### config.mk
export PLATFORM = sky130hd
export DESIGN_NAME = uart_top
export DESIGN_NICKNAME = d
export VERILOG_FILES = /design/src/hw/uart_pkg.sv /design/src/hw/sfifo.sv /design/src/hw/uart_tx.sv /design/src/hw/uart_rx.sv /design/src/hw/uart_top.sv
export SDC_FILE = /design/constraint.sdc
export NUM_CORES = 1
export LEC_CHECK = 0
export BUFFER_PORTS_ARGS = -buffer_cell sky130_fd_sc_hd__buf_2
export CAP_MARGIN = 30
export CORE_ASPECT_RATIO = 1.5
export CORE_MARGIN = 3
export CORE_UTILIZATION = 30
export CTS_CLUSTER_SIZE = 28
export DETAILED_ROUTE_END_ITERATION = 8
export GPL_ROUTABILITY_DRIVEN = 0
export RECOVER_POWER = 100
export SLEW_MARGIN = 40
export SYNTH_ARGS = -nofsm -noshare
export SYNTH_HDL_FRONTEND = slang
export SYNTH_SLANG_ARGS = --single-unit
### constraint.sdc
create_clock -name i_clk -period 3.45 [get_ports i_clk]
set_input_delay 0.5175 -clock i_clk [delete_from_list [all_inputs] [get_ports i_clk]]
set_output_delay 0.5175 -clock i_clk [all_outputs]
set_load 0.02 [all_outputs]
### src/hw/uart_pkg.sv
// Shared frame widths, bit timing, FIFO sizing and FSM state types
// for the serial port RTL and its testbench
package uart_pkg;

    // Character format
    localparam int DATA_BITS = 8;

    // FIFO sizing, 16 entries
    localparam int FIFO_LOG2_DEPTH = 4;
    localparam int CNT_BITS = FIFO_LOG2_DEPTH + 1;

    // Serial bit time in clock cycles
    localparam int CLKS_PER_BIT = 8;
    localparam int BITCNT_BITS = $clog2(CLKS_PER_BIT + 1);

    // Transmitter FSM
    typedef enum logic [1:0] {
        TX_IDLE,
        TX_START,
        TX_DATA,
        TX_STOP
    } tx_state_e;

    // Receiver FSM
    typedef enum logic [1:0] {
        RX_IDLE,
        RX_START,
        RX_DATA,
        RX_STOP
    } rx_state_e;

endpackage

### src/hw/sfifo.sv
// Synchronous show-ahead FIFO with write/read strobes and a fill count
// Head of queue is always visible on o_rdata
`timescale 1ns/1ns

module sfifo #(
    parameter int dbits = 8,
    parameter int log2_depth = 4
) (
    input  logic                  i_clk,
    input  logic                  i_nrst,
    input  logic                  i_we,
    input  logic [dbits-1:0]      i_wdata,
    input  logic                  i_re,
    output logic [dbits-1:0]      o_rdata,
    output logic [log2_depth:0]   o_count
);

    localparam int DEPTH = 2 ** log2_depth;

    logic [dbits-1:0]      mem [DEPTH];
    logic [log2_depth-1:0] wr_ptr;
    logic [log2_depth-1:0] rd_ptr;
    logic [log2_depth:0]   total_cnt;
    logic                  full;
    logic                  empty;
    logic                  wr_take;
    logic                  rd_take;

    assign full  = total_cnt[log2_depth];
    assign empty = (total_cnt == '0);

    // A write into a full FIFO still lands when the head is popped in the same cycle
    assign wr_take = i_we && (!full || i_re);
    assign rd_take = i_re && !empty;

    always_ff @(posedge i_clk) begin
        if (wr_take) begin
            mem[wr_ptr] <= i_wdata;
        end
    end

    always_ff @(posedge i_clk or negedge i_nrst) begin
        if (!i_nrst) begin
            wr_ptr    <= '0;
            rd_ptr    <= '0;
            total_cnt <= '0;
        end else begin
            if (wr_take) begin
                wr_ptr <= wr_ptr + 1'b1;
            end
            if (rd_take) begin
                rd_ptr <= rd_ptr + 1'b1;
            end
            case ({wr_take, rd_take})
                2'b10:   total_cnt <= total_cnt + 1'b1;
                2'b01:   total_cnt <= total_cnt - 1'b1;
                default: total_cnt <= total_cnt;
            endcase
        end
    end

    assign o_rdata = mem[rd_ptr];
    assign o_count = total_cnt;

    // Fill level stays within the buffer
    a_count_in_range: assert property (
        @(posedge i_clk) disable iff (!i_nrst)
        o_count <= DEPTH
    );

    // At most one push or one pop is reflected per clock
    a_count_step: assert property (
        @(posedge i_clk) disable iff (!i_nrst)
        (o_count == $past(o_count)) ||
        (o_count == $past(o_count) + 1) ||
        (o_count == $past(o_count) - 1)
    );

endmodule

### src/hw/uart_tx.sv
// Serial transmitter, pops one byte per frame from the transmit FIFO
// Frame is start bit, data bits LSB first, stop bit
`timescale 1ns/1ns

module uart_tx (
    input  logic                           i_clk,
    input  logic                           i_nrst,
    input  logic [uart_pkg::DATA_BITS-1:0] i_fifo_data,
    input  logic [uart_pkg::CNT_BITS-1:0]  i_fifo_count,
    output logic                           o_fifo_re,
    output logic                           o_txd
);

    uart_pkg::tx_state_e                     state;
    logic [uart_pkg::BITCNT_BITS-1:0]        bit_cnt;
    logic [$clog2(uart_pkg::DATA_BITS)-1:0]  bit_idx;
    logic [uart_pkg::DATA_BITS-1:0]          shift;
    logic                                    bit_done;
    logic                                    shift_en;

    assign bit_done = (bit_cnt == uart_pkg::BITCNT_BITS'(uart_pkg::CLKS_PER_BIT - 1));

    // Pop the head as soon as we are idle and something is queued
    assign o_fifo_re = (state == uart_pkg::TX_IDLE) && (i_fifo_count != '0);
    assign shift_en  = (state == uart_pkg::TX_DATA) && bit_done;

    always_ff @(posedge i_clk) begin
        if (o_fifo_re) begin
            shift <= i_fifo_data;
        end else if (shift_en) begin
            shift <= shift >> 1;
        end
    end

    always_ff @(posedge i_clk or negedge i_nrst) begin
        if (!i_nrst) begin
            state   <= uart_pkg::TX_IDLE;
            bit_cnt <= '0;
            bit_idx <= '0;
            o_txd   <= 1'b1;
        end else begin
            bit_cnt <= bit_done ? '0 : bit_cnt + 1'b1;
            case (state)
                uart_pkg::TX_IDLE: begin
                    bit_cnt <= '0;
                    if (o_fifo_re) begin
                        state <= uart_pkg::TX_START;
                        o_txd <= 1'b0;
                    end
                end
                uart_pkg::TX_START: begin
                    if (bit_done) begin
                        state   <= uart_pkg::TX_DATA;
                        bit_idx <= '0;
                        o_txd   <= shift[0];
                    end
                end
                uart_pkg::TX_DATA: begin
                    if (bit_done) begin
                        if (bit_idx == uart_pkg::DATA_BITS - 1) begin
                            state <= uart_pkg::TX_STOP;
                            o_txd <= 1'b1;
                        end else begin
                            bit_idx <= bit_idx + 1'b1;
                            // Next bit before the shift takes effect
                            o_txd   <= shift[1];
                        end
                    end
                end
                uart_pkg::TX_STOP: begin
                    if (bit_done) begin
                        state <= uart_pkg::TX_IDLE;
                    end
                end
                default: state <= uart_pkg::TX_IDLE;
            endcase
        end
    end

    // Line rests high between frames
    a_idle_line_high: assert property (
        @(posedge i_clk) disable iff (!i_nrst)
        (state == uart_pkg::TX_IDLE) |-> o_txd
    );

endmodule

### src/hw/uart_rx.sv
// Serial receiver, samples each bit at its middle and pushes good bytes
// into the receive FIFO; a low stop bit drops the byte and pulses o_frame_err
`timescale 1ns/1ns

module uart_rx (
    input  logic                           i_clk,
    input  logic                           i_nrst,
    input  logic                           i_rxd,
    output logic                           o_fifo_we,
    output logic [uart_pkg::DATA_BITS-1:0] o_fifo_wdata,
    output logic                           o_frame_err
);

    uart_pkg::rx_state_e                     state;
    logic [uart_pkg::BITCNT_BITS-1:0]        bit_cnt;
    logic [$clog2(uart_pkg::DATA_BITS)-1:0]  bit_idx;
    logic                                    rxd_meta;
    logic                                    rxd_sync;
    logic                                    rxd_prev;
    logic                                    fall_edge;
    logic                                    half_done;
    logic                                    bit_done;
    logic                                    sample_en;

    // Two-flop synchronizer plus one stage for edge detection
    always_ff @(posedge i_clk or negedge i_nrst) begin
        if (!i_nrst) begin
            rxd_meta <= 1'b1;
            rxd_sync <= 1'b1;
            rxd_prev <= 1'b1;
        end else begin
            rxd_meta <= i_rxd;
            rxd_sync <= rxd_meta;
            rxd_prev <= rxd_sync;
        end
    end

    assign fall_edge = rxd_prev && !rxd_sync;
    assign half_done = (bit_cnt == uart_pkg::BITCNT_BITS'(uart_pkg::CLKS_PER_BIT / 2 - 1));
    assign bit_done  = (bit_cnt == uart_pkg::BITCNT_BITS'(uart_pkg::CLKS_PER_BIT - 1));
    assign sample_en = (state == uart_pkg::RX_DATA) && bit_done;

    // LSB arrives first, so shift in from the top
    always_ff @(posedge i_clk) begin
        if (sample_en) begin
            o_fifo_wdata <= {rxd_sync, o_fifo_wdata[uart_pkg::DATA_BITS-1:1]};
        end
    end

    always_ff @(posedge i_clk or negedge i_nrst) begin
        if (!i_nrst) begin
            state       <= uart_pkg::RX_IDLE;
            bit_cnt     <= '0;
            bit_idx     <= '0;
            o_fifo_we   <= 1'b0;
            o_frame_err <= 1'b0;
        end else begin
            o_fifo_we   <= 1'b0;
            o_frame_err <= 1'b0;
            bit_cnt     <= bit_cnt + 1'b1;
            case (state)
                uart_pkg::RX_IDLE: begin
                    bit_cnt <= '0;
                    if (fall_edge) begin
                        state <= uart_pkg::RX_START;
                    end
                end
                uart_pkg::RX_START: begin
                    // Half a bit in, confirm the start bit is real
                    if (half_done) begin
                        bit_cnt <= '0;
                        bit_idx <= '0;
                        state   <= rxd_sync ? uart_pkg::RX_IDLE : uart_pkg::RX_DATA;
                    end
                end
                uart_pkg::RX_DATA: begin
                    if (bit_done) begin
                        bit_cnt <= '0;
                        if (bit_idx == uart_pkg::DATA_BITS - 1) begin
                            state <= uart_pkg::RX_STOP;
                        end else begin
                            bit_idx <= bit_idx + 1'b1;
                        end
                    end
                end
                uart_pkg::RX_STOP: begin
                    if (bit_done) begin
                        bit_cnt     <= '0;
                        o_fifo_we   <= rxd_sync;
                        o_frame_err <= !rxd_sync;
                        state       <= uart_pkg::RX_IDLE;
                    end
                end
                default: state <= uart_pkg::RX_IDLE;
            endcase
        end
    end

    // A frame ends either in a push or in an error, never both
    a_we_err_exclusive: assert property (
        @(posedge i_clk) disable iff (!i_nrst)
        !(o_fifo_we && o_frame_err)
    );

endmodule

### src/hw/uart_top.sv
// Serial port peripheral top level, host strobes on one side and
// the serial line on the other, with a FIFO in each direction
`timescale 1ns/1ns

module uart_top (
    input  logic                           i_clk,
    input  logic                           i_nrst,
    input  logic                           i_tx_we,
    input  logic [uart_pkg::DATA_BITS-1:0] i_tx_wdata,
    output logic [uart_pkg::CNT_BITS-1:0]  o_tx_count,
    input  logic                           i_rx_re,
    output logic [uart_pkg::DATA_BITS-1:0] o_rx_rdata,
    output logic [uart_pkg::CNT_BITS-1:0]  o_rx_count,
    output logic                           o_frame_err,
    output logic                           o_txd,
    input  logic                           i_rxd
);

    logic                           tx_re;
    logic [uart_pkg::DATA_BITS-1:0] tx_head;
    logic                           rx_we;
    logic [uart_pkg::DATA_BITS-1:0] rx_wdata;

    // Host to line
    sfifo #(
        .dbits      (uart_pkg::DATA_BITS),
        .log2_depth (uart_pkg::FIFO_LOG2_DEPTH)
    ) tx_fifo (
        .i_clk   (i_clk),
        .i_nrst  (i_nrst),
        .i_we    (i_tx_we),
        .i_wdata (i_tx_wdata),
        .i_re    (tx_re),
        .o_rdata (tx_head),
        .o_count (o_tx_count)
    );

    uart_tx u_tx (
        .i_clk        (i_clk),
        .i_nrst       (i_nrst),
        .i_fifo_data  (tx_head),
        .i_fifo_count (o_tx_count),
        .o_fifo_re    (tx_re),
        .o_txd        (o_txd)
    );

    // Line to host
    uart_rx u_rx (
        .i_clk        (i_clk),
        .i_nrst       (i_nrst),
        .i_rxd        (i_rxd),
        .o_fifo_we    (rx_we),
        .o_fifo_wdata (rx_wdata),
        .o_frame_err  (o_frame_err)
    );

    sfifo #(
        .dbits      (uart_pkg::DATA_BITS),
        .log2_depth (uart_pkg::FIFO_LOG2_DEPTH)
    ) rx_fifo (
        .i_clk   (i_clk),
        .i_nrst  (i_nrst),
        .i_we    (rx_we),
        .i_wdata (rx_wdata),
        .i_re    (i_rx_re),
        .o_rdata (o_rx_rdata),
        .o_count (o_rx_count)
    );

endmodule

==> metrics, run 1 <==
Avg Vias per Cell=4.633; Worst Hold Class=in -> reg; WL/cell=18.17 um; CP endpoint kind=output port; core area=43,290 sq um; PD cells=795.7 nW/um^2; failing checks=capacitance limit, slew limit; Slew HR=-0.3286; worst path required time=2.93 ns; Mapped Cells=717; crit share post-route=0.8897; dpl ws=0.4747 ns; number of synthesized flops with an enable pin=272; Mapped Avg Cell Area=18.45 sq um; largest fanout on the critical path=35; Clock Latency Late Sink=0.56 ns; Critical Path AT=2.55 ns; Mapped Area=13,230 sq um; first-pass GRT wire length=38.76 mm; Inst Count DP=1,310; CTS Buffer Depth=3; cell leakage power=0.005082 uW; Worst-path clk slew=0.06 ns; fin cells=1,368; RSZ-0062 raised after global routing=no; Async S/R FF share, synth=0.1553; fmax=325.8 MHz; placed inst area=14,140 sq um; fin crit period=3.069 ns; DRC Markers=0; hold endpoint=u_rx.rxd_meta; CTS resizes=0; IO Pins=33; ANT nets after route=0; startpoint types=register; Hold Vio Cnt, Final=0; pin count of the biggest net entering global routing=36; GRT Total Usage=0.1062; wirelength, routed=24.85 mm; Finish-stage setup viols=0; status=finished with violations; Synth Flop Type=edfxtp_1; CP Class=reg -> out; Die Y=263.2 um; Final HPWL DP=17.02 mm; design area=15,050 sq um; Cell variety after synth=50; worst setup margin=0.3806 ns; Num CTS Buffers=31; Fill cells=4,126; Initial Util=0.3056; grt total ovfl=0; initial antenna violation count=1; syn nets=761; reg-to-reg endpoint=tx_fifo.o_count[4]; setup TNS=0 ns; fin nets=818; Die X=177.5 um; area grow syn2layout=13.74%; post-CTS setup buffer count=0; antenna cells=0; CTS sink cnt=322; port bufs=32; Worst R2R Path Depth=10; DR vias=6,338; Slew Viols, Final=33; clk_skew=0.02027 ns; CTS tree=built; layout cells sized above 1=0.1429; FF-to-FF Start=tx_fifo.o_count[0]; 1st-iter DRT viols=301; VDD IR max=0.5450 mV; maxcap violations=1; worst hold start=i_rxd; r2r setup slk=0.46 ns; vias in the first global route=6,704; clock root cell=clkbuf_16; yosys warns=0; hold path depth=1; Slew @ Worst Pin=1.993 ns; site row count=93; post-synthesis register bit count=322; H-tree Lvls=1; sequential-to-total area share from yosys stat=0.7123; router iterations before antenna repair=4; Die ar.=46,710 sq um
[how the worst max path moves through the flow]
| stage | startpoint | end | slack, ns | cells past startpoint |
|---|---|---|---|---|
| 4_1_cts | rx_fifo.rd_ptr[0] | o_rx_rdata[4] | 0.35 | 4 |
| 6_report | rx_fifo.rd_ptr[0] | o_rx_rdata[0] | 0.38 | 4 |
| 3_3_place_gp | tx_fifo.o_count[1] | tx_fifo.o_count[4] | 0.52 | 10 |
| 3_5_place_dp | tx_fifo.o_count[0] | tx_fifo.o_count[4] | 0.47 | 10 |
| 2_1_floorplan | tx_fifo.o_count[1] | tx_fifo.o_count[4] | 0.45 | 10 |
| 5_1_grt | u_tx.state[0] | tx_fifo.o_count[4] | 0.14 | 12 |
[critical path, stage by stage, from the launching register on]
cell and delay [ns]:
dfrtp_2 0.37, buf_12 0.24, mux4_1 0.63, mux4_2 0.48, clkbuf_1 0.23
[area by class of cell]
cell class	instances	area [sq um]	area share
well taps	570	713.2	0.04739
flip-flops and latches	322	9427	0.6264
inverters	27	101.3	0.006735
clock inverters	23	234.0	0.01555
clock buffers	34	807.0	0.05363
multi-input cells	332	3502	0.2327
repair buffers	60	264.0	0.01754
[what timing repair did]
action | CTS | global route
setup endpoints to repair | 0 | 0
hold buffers | 1 | 0
hold endpoints to repair | 26 | 0
[registers in the layout, indices dropped and copies added, names as in the netlist, 4 cells and up, named ones only]
name and count:
tx_fifo.mem 128, rx_fifo.o_count 5, tx_fifo.rd_ptr 4, rx_fifo.rd_ptr 4
u_rx.bit_cnt 4, rx_fifo.mem 128, tx_fifo.wr_ptr 4, u_tx.shift 8
u_tx.bit_cnt 4, u_rx.o_fifo_wdata 8, tx_fifo.o_count 5, rx_fifo.wr_ptr 4
[metal layers]
metal / wire (um) / share of wire / vias up / global-route usage
li1: - / - / 2941 / -
met2: 14210 / 0.57 / 91 / 0.2058
met4: 384 / 0.015 / 0 / 0.02443
met5: 0 / 0 / - / 0
met1: 9279 / 0.37 / 3269 / 0.1170
met3: 979 / 0.039 / 37 / 0.02092
[synth_stat cells, types with 4 or more instances]
cell type	number	area share
a211oi_1	4	0.0023
a21oi_1	8	0.0030
and2_1	10	0.0047
buf_4	6	0.0034
clkbuf_1	21	0.0060
dfrtp_1	46	0.087
dfstp_2	4	0.0079
edfxtp_1	272	0.62
ha_1	29	0.027
inv_1	27	0.0077
mux2i_1	11	0.0083
mux4_1	30	0.060
mux4_2	42	0.071
nand2_1	44	0.012
nand2b_1	7	0.0033
nand3_1	6	0.0023
nand4_1	5	0.0024
nor2_1	29	0.0082
nor2b_1	5	0.0024
nor3_1	8	0.0030
nor4_1	5	0.0024
o21ai_0	27	0.010
o221ai_1	6	0.0040
xnor2_1	17	0.011
xor2_1	5	0.0033
[power by group]
| group | switching [uW] | internal (uW) |
|---|---|---|
| Combinational | 1810 | 1580 |
| Clock | 1430 | 1990 |
| Sequential | 466 | 4700 |
[cell usage in the layout (no fill, tap or decap), types with 28 or more instances in the layout]
master / instances
nand2_1: 44
edfxtp_1: 272
nor2_1: 29
o21ai_0: 28
clkbuf_16: 31
clkbuf_1: 52
ha_1: 29
mux4_2: 42
dfrtp_1: 44
mux4_1: 30
[kinds of logic after synthesis]
kind of cell,Yosys count,share of synthesized area
flip-flops,322,0.7123
AND/OR/NAND/NOR,128,0.04644
XOR/XNOR,22,0.01456
buffers and inverters,63,0.02241
multiplexers,86,0.1420
AO/OA/AOI/OAI,65,0.03187
adder cells (fa/ha/maj),31,0.03045
[per-stage QoR]
step                utilization  hold slack (ns)  total power (uW)
floorplan                     -           0.2219              7834
global placement         0.3263           0.3511              8747
detailed placement       0.3266           0.3489              8792
CTS                      0.3509          0.07493             12270
global route             0.3476           0.1016             12710
finish                   0.3476           0.1015             11970
(Power assumes the default switching activity.)
==> run 2: changes to the inputs <==
--- a/config.mk
+++ b/config.mk
@@ -13,6 +13,7 @@
 export CTS_CLUSTER_SIZE = 28
 export DETAILED_ROUTE_END_ITERATION = 8
 export GPL_ROUTABILITY_DRIVEN = 0
+export GPL_TIMING_DRIVEN = 0
 export RECOVER_POWER = 100
 export SLEW_MARGIN = 40
 export SYNTH_ARGS = -nofsm -noshare
==> run 2 against run 1 <==
  * The flow still finishes with violations (capacitance limit, slew limit)
  * First-iteration DRC count increased by 8.0%
  * Clock power increased by 7.9%
  * Non-clock buffer count increased by 19
  * Clock-buffer cell count increased by 15
  * Combinational power increased by 13%
  * Register-to-register slack got worse by 0.26 ns
  * Worst setup slack got worse by 0.21 ns
  * Largest cell class unchanged
  * Global-route usage increased by 0.65 points
  * Utilization increased by 0.53 points
  * Maximum frequency decreased by 6.4%
  * Critical endpoint is now o_rx_rdata[2]
  * Critical path type unchanged
  * Clock skew decreased by 0.0065 ns
  * Highest routed layer unchanged
==> metrics, run 2 (same netlist as run 1, synthesis figures left out) <==
layout cells sized above 1=0.1521; clock root cell=clkbuf_16; Worst-path clk slew=0.06 ns; vias in the first global route=6,860; RSZ-0062 raised after global routing=no; area grow syn2layout=15.48%; Initial Util=0.3056; port bufs=32; Hold Vio Cnt, Final=0; router iterations before antenna repair=4; first-pass GRT wire length=40.41 mm; antenna cells=0; failing checks=capacitance limit, slew limit; cell leakage power=0.005217 uW; DR vias=6,495; Slew HR=-1.049; setup TNS=0 ns; Slew @ Worst Pin=3.074 ns; largest fanout on the critical path=10; WL/cell=18.90 um; Die Y=263.2 um; dpl ws=-0.1149 ns; clk_skew=0.01377 ns; CTS sink cnt=322; CTS tree=built; CP endpoint kind=output port; CTS Buffer Depth=3; commonest cells after routing, fill and taps aside=272 x edfxtp_1, 62 x clkbuf_1, 46 x dfrtp_1; CP max-delay cell=clkbuf_1; core area=43,290 sq um; fin cells=1,392; worst path required time=2.93 ns; critical-path cell list=clkbuf_1 -> clkbuf_1 -> mux4_1 -> mux4_2 -> clkbuf_2; Num CTS Buffers=34; ANT nets after route=0; Die ar.=46,710 sq um; maxcap violations=1; startpoint types=register; 1st-iter DRT viols=325; PD cells=817.1 nW/um^2; worst setup margin=0.1711 ns; H-tree Lvls=2; initial antenna violation count=0; DRC Markers=0; site row count=93; Final HPWL DP=18.41 mm; most common cell after layout, fill and taps aside=edfxtp_1; Slew Viols, Final=51; Die X=177.5 um; Worst Hold Class=in -> reg; status=finished with violations; CP peak stage delay=0.51 ns; grt total ovfl=0; CP Class=reg -> out; crit share post-route=0.9504; IO Pins=33; Avg Vias per Cell=4.666; post-CTS setup buffer count=0; Finish-stage setup viols=0; pin count of the biggest net entering global routing=51; Inst Count DP=1,331; fin crit period=3.279 ns; VDD IR max=0.5635 mV; fmax=305.0 MHz; Clock Latency Late Sink=0.50 ns; wirelength, routed=26.32 mm; biggest regs=rx_fifo.mem x128, tx_fifo.mem x128; Critical Path AT=2.76 ns; GRT Total Usage=0.1127; fin nets=840; Most common cell on crit path=clkbuf_1; Total Power=12,480 uW
run 2: power breakdown:
group	internal [uW]	leakage (uW)	switching [uW]	total (uW)
logic	1680	0.00160	2130	3810
registers	4700	0.00306	274	4980
clock network	2280	0.000562	1410	3690
total	8670	0.00522	3820	12500
run 2: area by class of cell:
class	count	area (sq um)
fill	4079	28010
sequential	322	9424
multi-input combinational	332	3520
clock buffer	49	1021
tap	570	713.2
buffer	35	187.7
timing repair buffer	44	177.7
clock inverter	13	133.9
inverter	27	101.3
run 2: final timing paths:
kind | startpoint | end | slack, ns | depth (start not counted)
max reg2reg | tx_fifo.o_count[4] | tx_fifo.o_count[4] | 0.20 | 10
min | i_rxd | u_rx.rxd_meta | 0.14 | 1
max in group asynchronous | i_nrst | rx_fifo.wr_ptr[3] | 0.66 | 1
max | rx_fifo.rd_ptr[1] | o_rx_rdata[2] | 0.17 | 5
min in group asynchronous | i_nrst | u_rx.bit_idx[0] | 1.04 | 1
min reg2reg | u_rx.rxd_meta | u_rx.rxd_sync | 0.37 | 0
run 2: worst max-delay path: cells and delay by family (launching register included):
kind / cells / cell delay (ns)
DFF: 1 / 0.35
buffers and inverters: 3 / 0.98
muxes: 2 / 0.92
run 2: timing repair:
item | CTS | global route
setup endpoints to repair | 1 | 7
gates resized for setup | 1 | 3
pin swaps | 0 | 0
hold buffers | 0 | 0
run 2: through the flow:
stage | hold slack, ns | util | instance area, sq um
CTS | 0.1074 | 0.3560 | 15410
global route | 0.1343 | 0.3530 | 15280
finish | 0.1428 | 0.3530 | 15280
floorplan | 0.2219 | - | 13230
detailed placement | 0.3552 | 0.3292 | 14250
global placement | 0.3485 | 0.3258 | 14100
run 2: layer usage:
metal  vias up  GRT usage  part of all wire
met3        40    0.02078             0.039
met2       117     0.2184              0.57
li1       2982          -                 -
met5         -          0                 0
met1      3356     0.1240              0.37
met4         0    0.02847             0.021
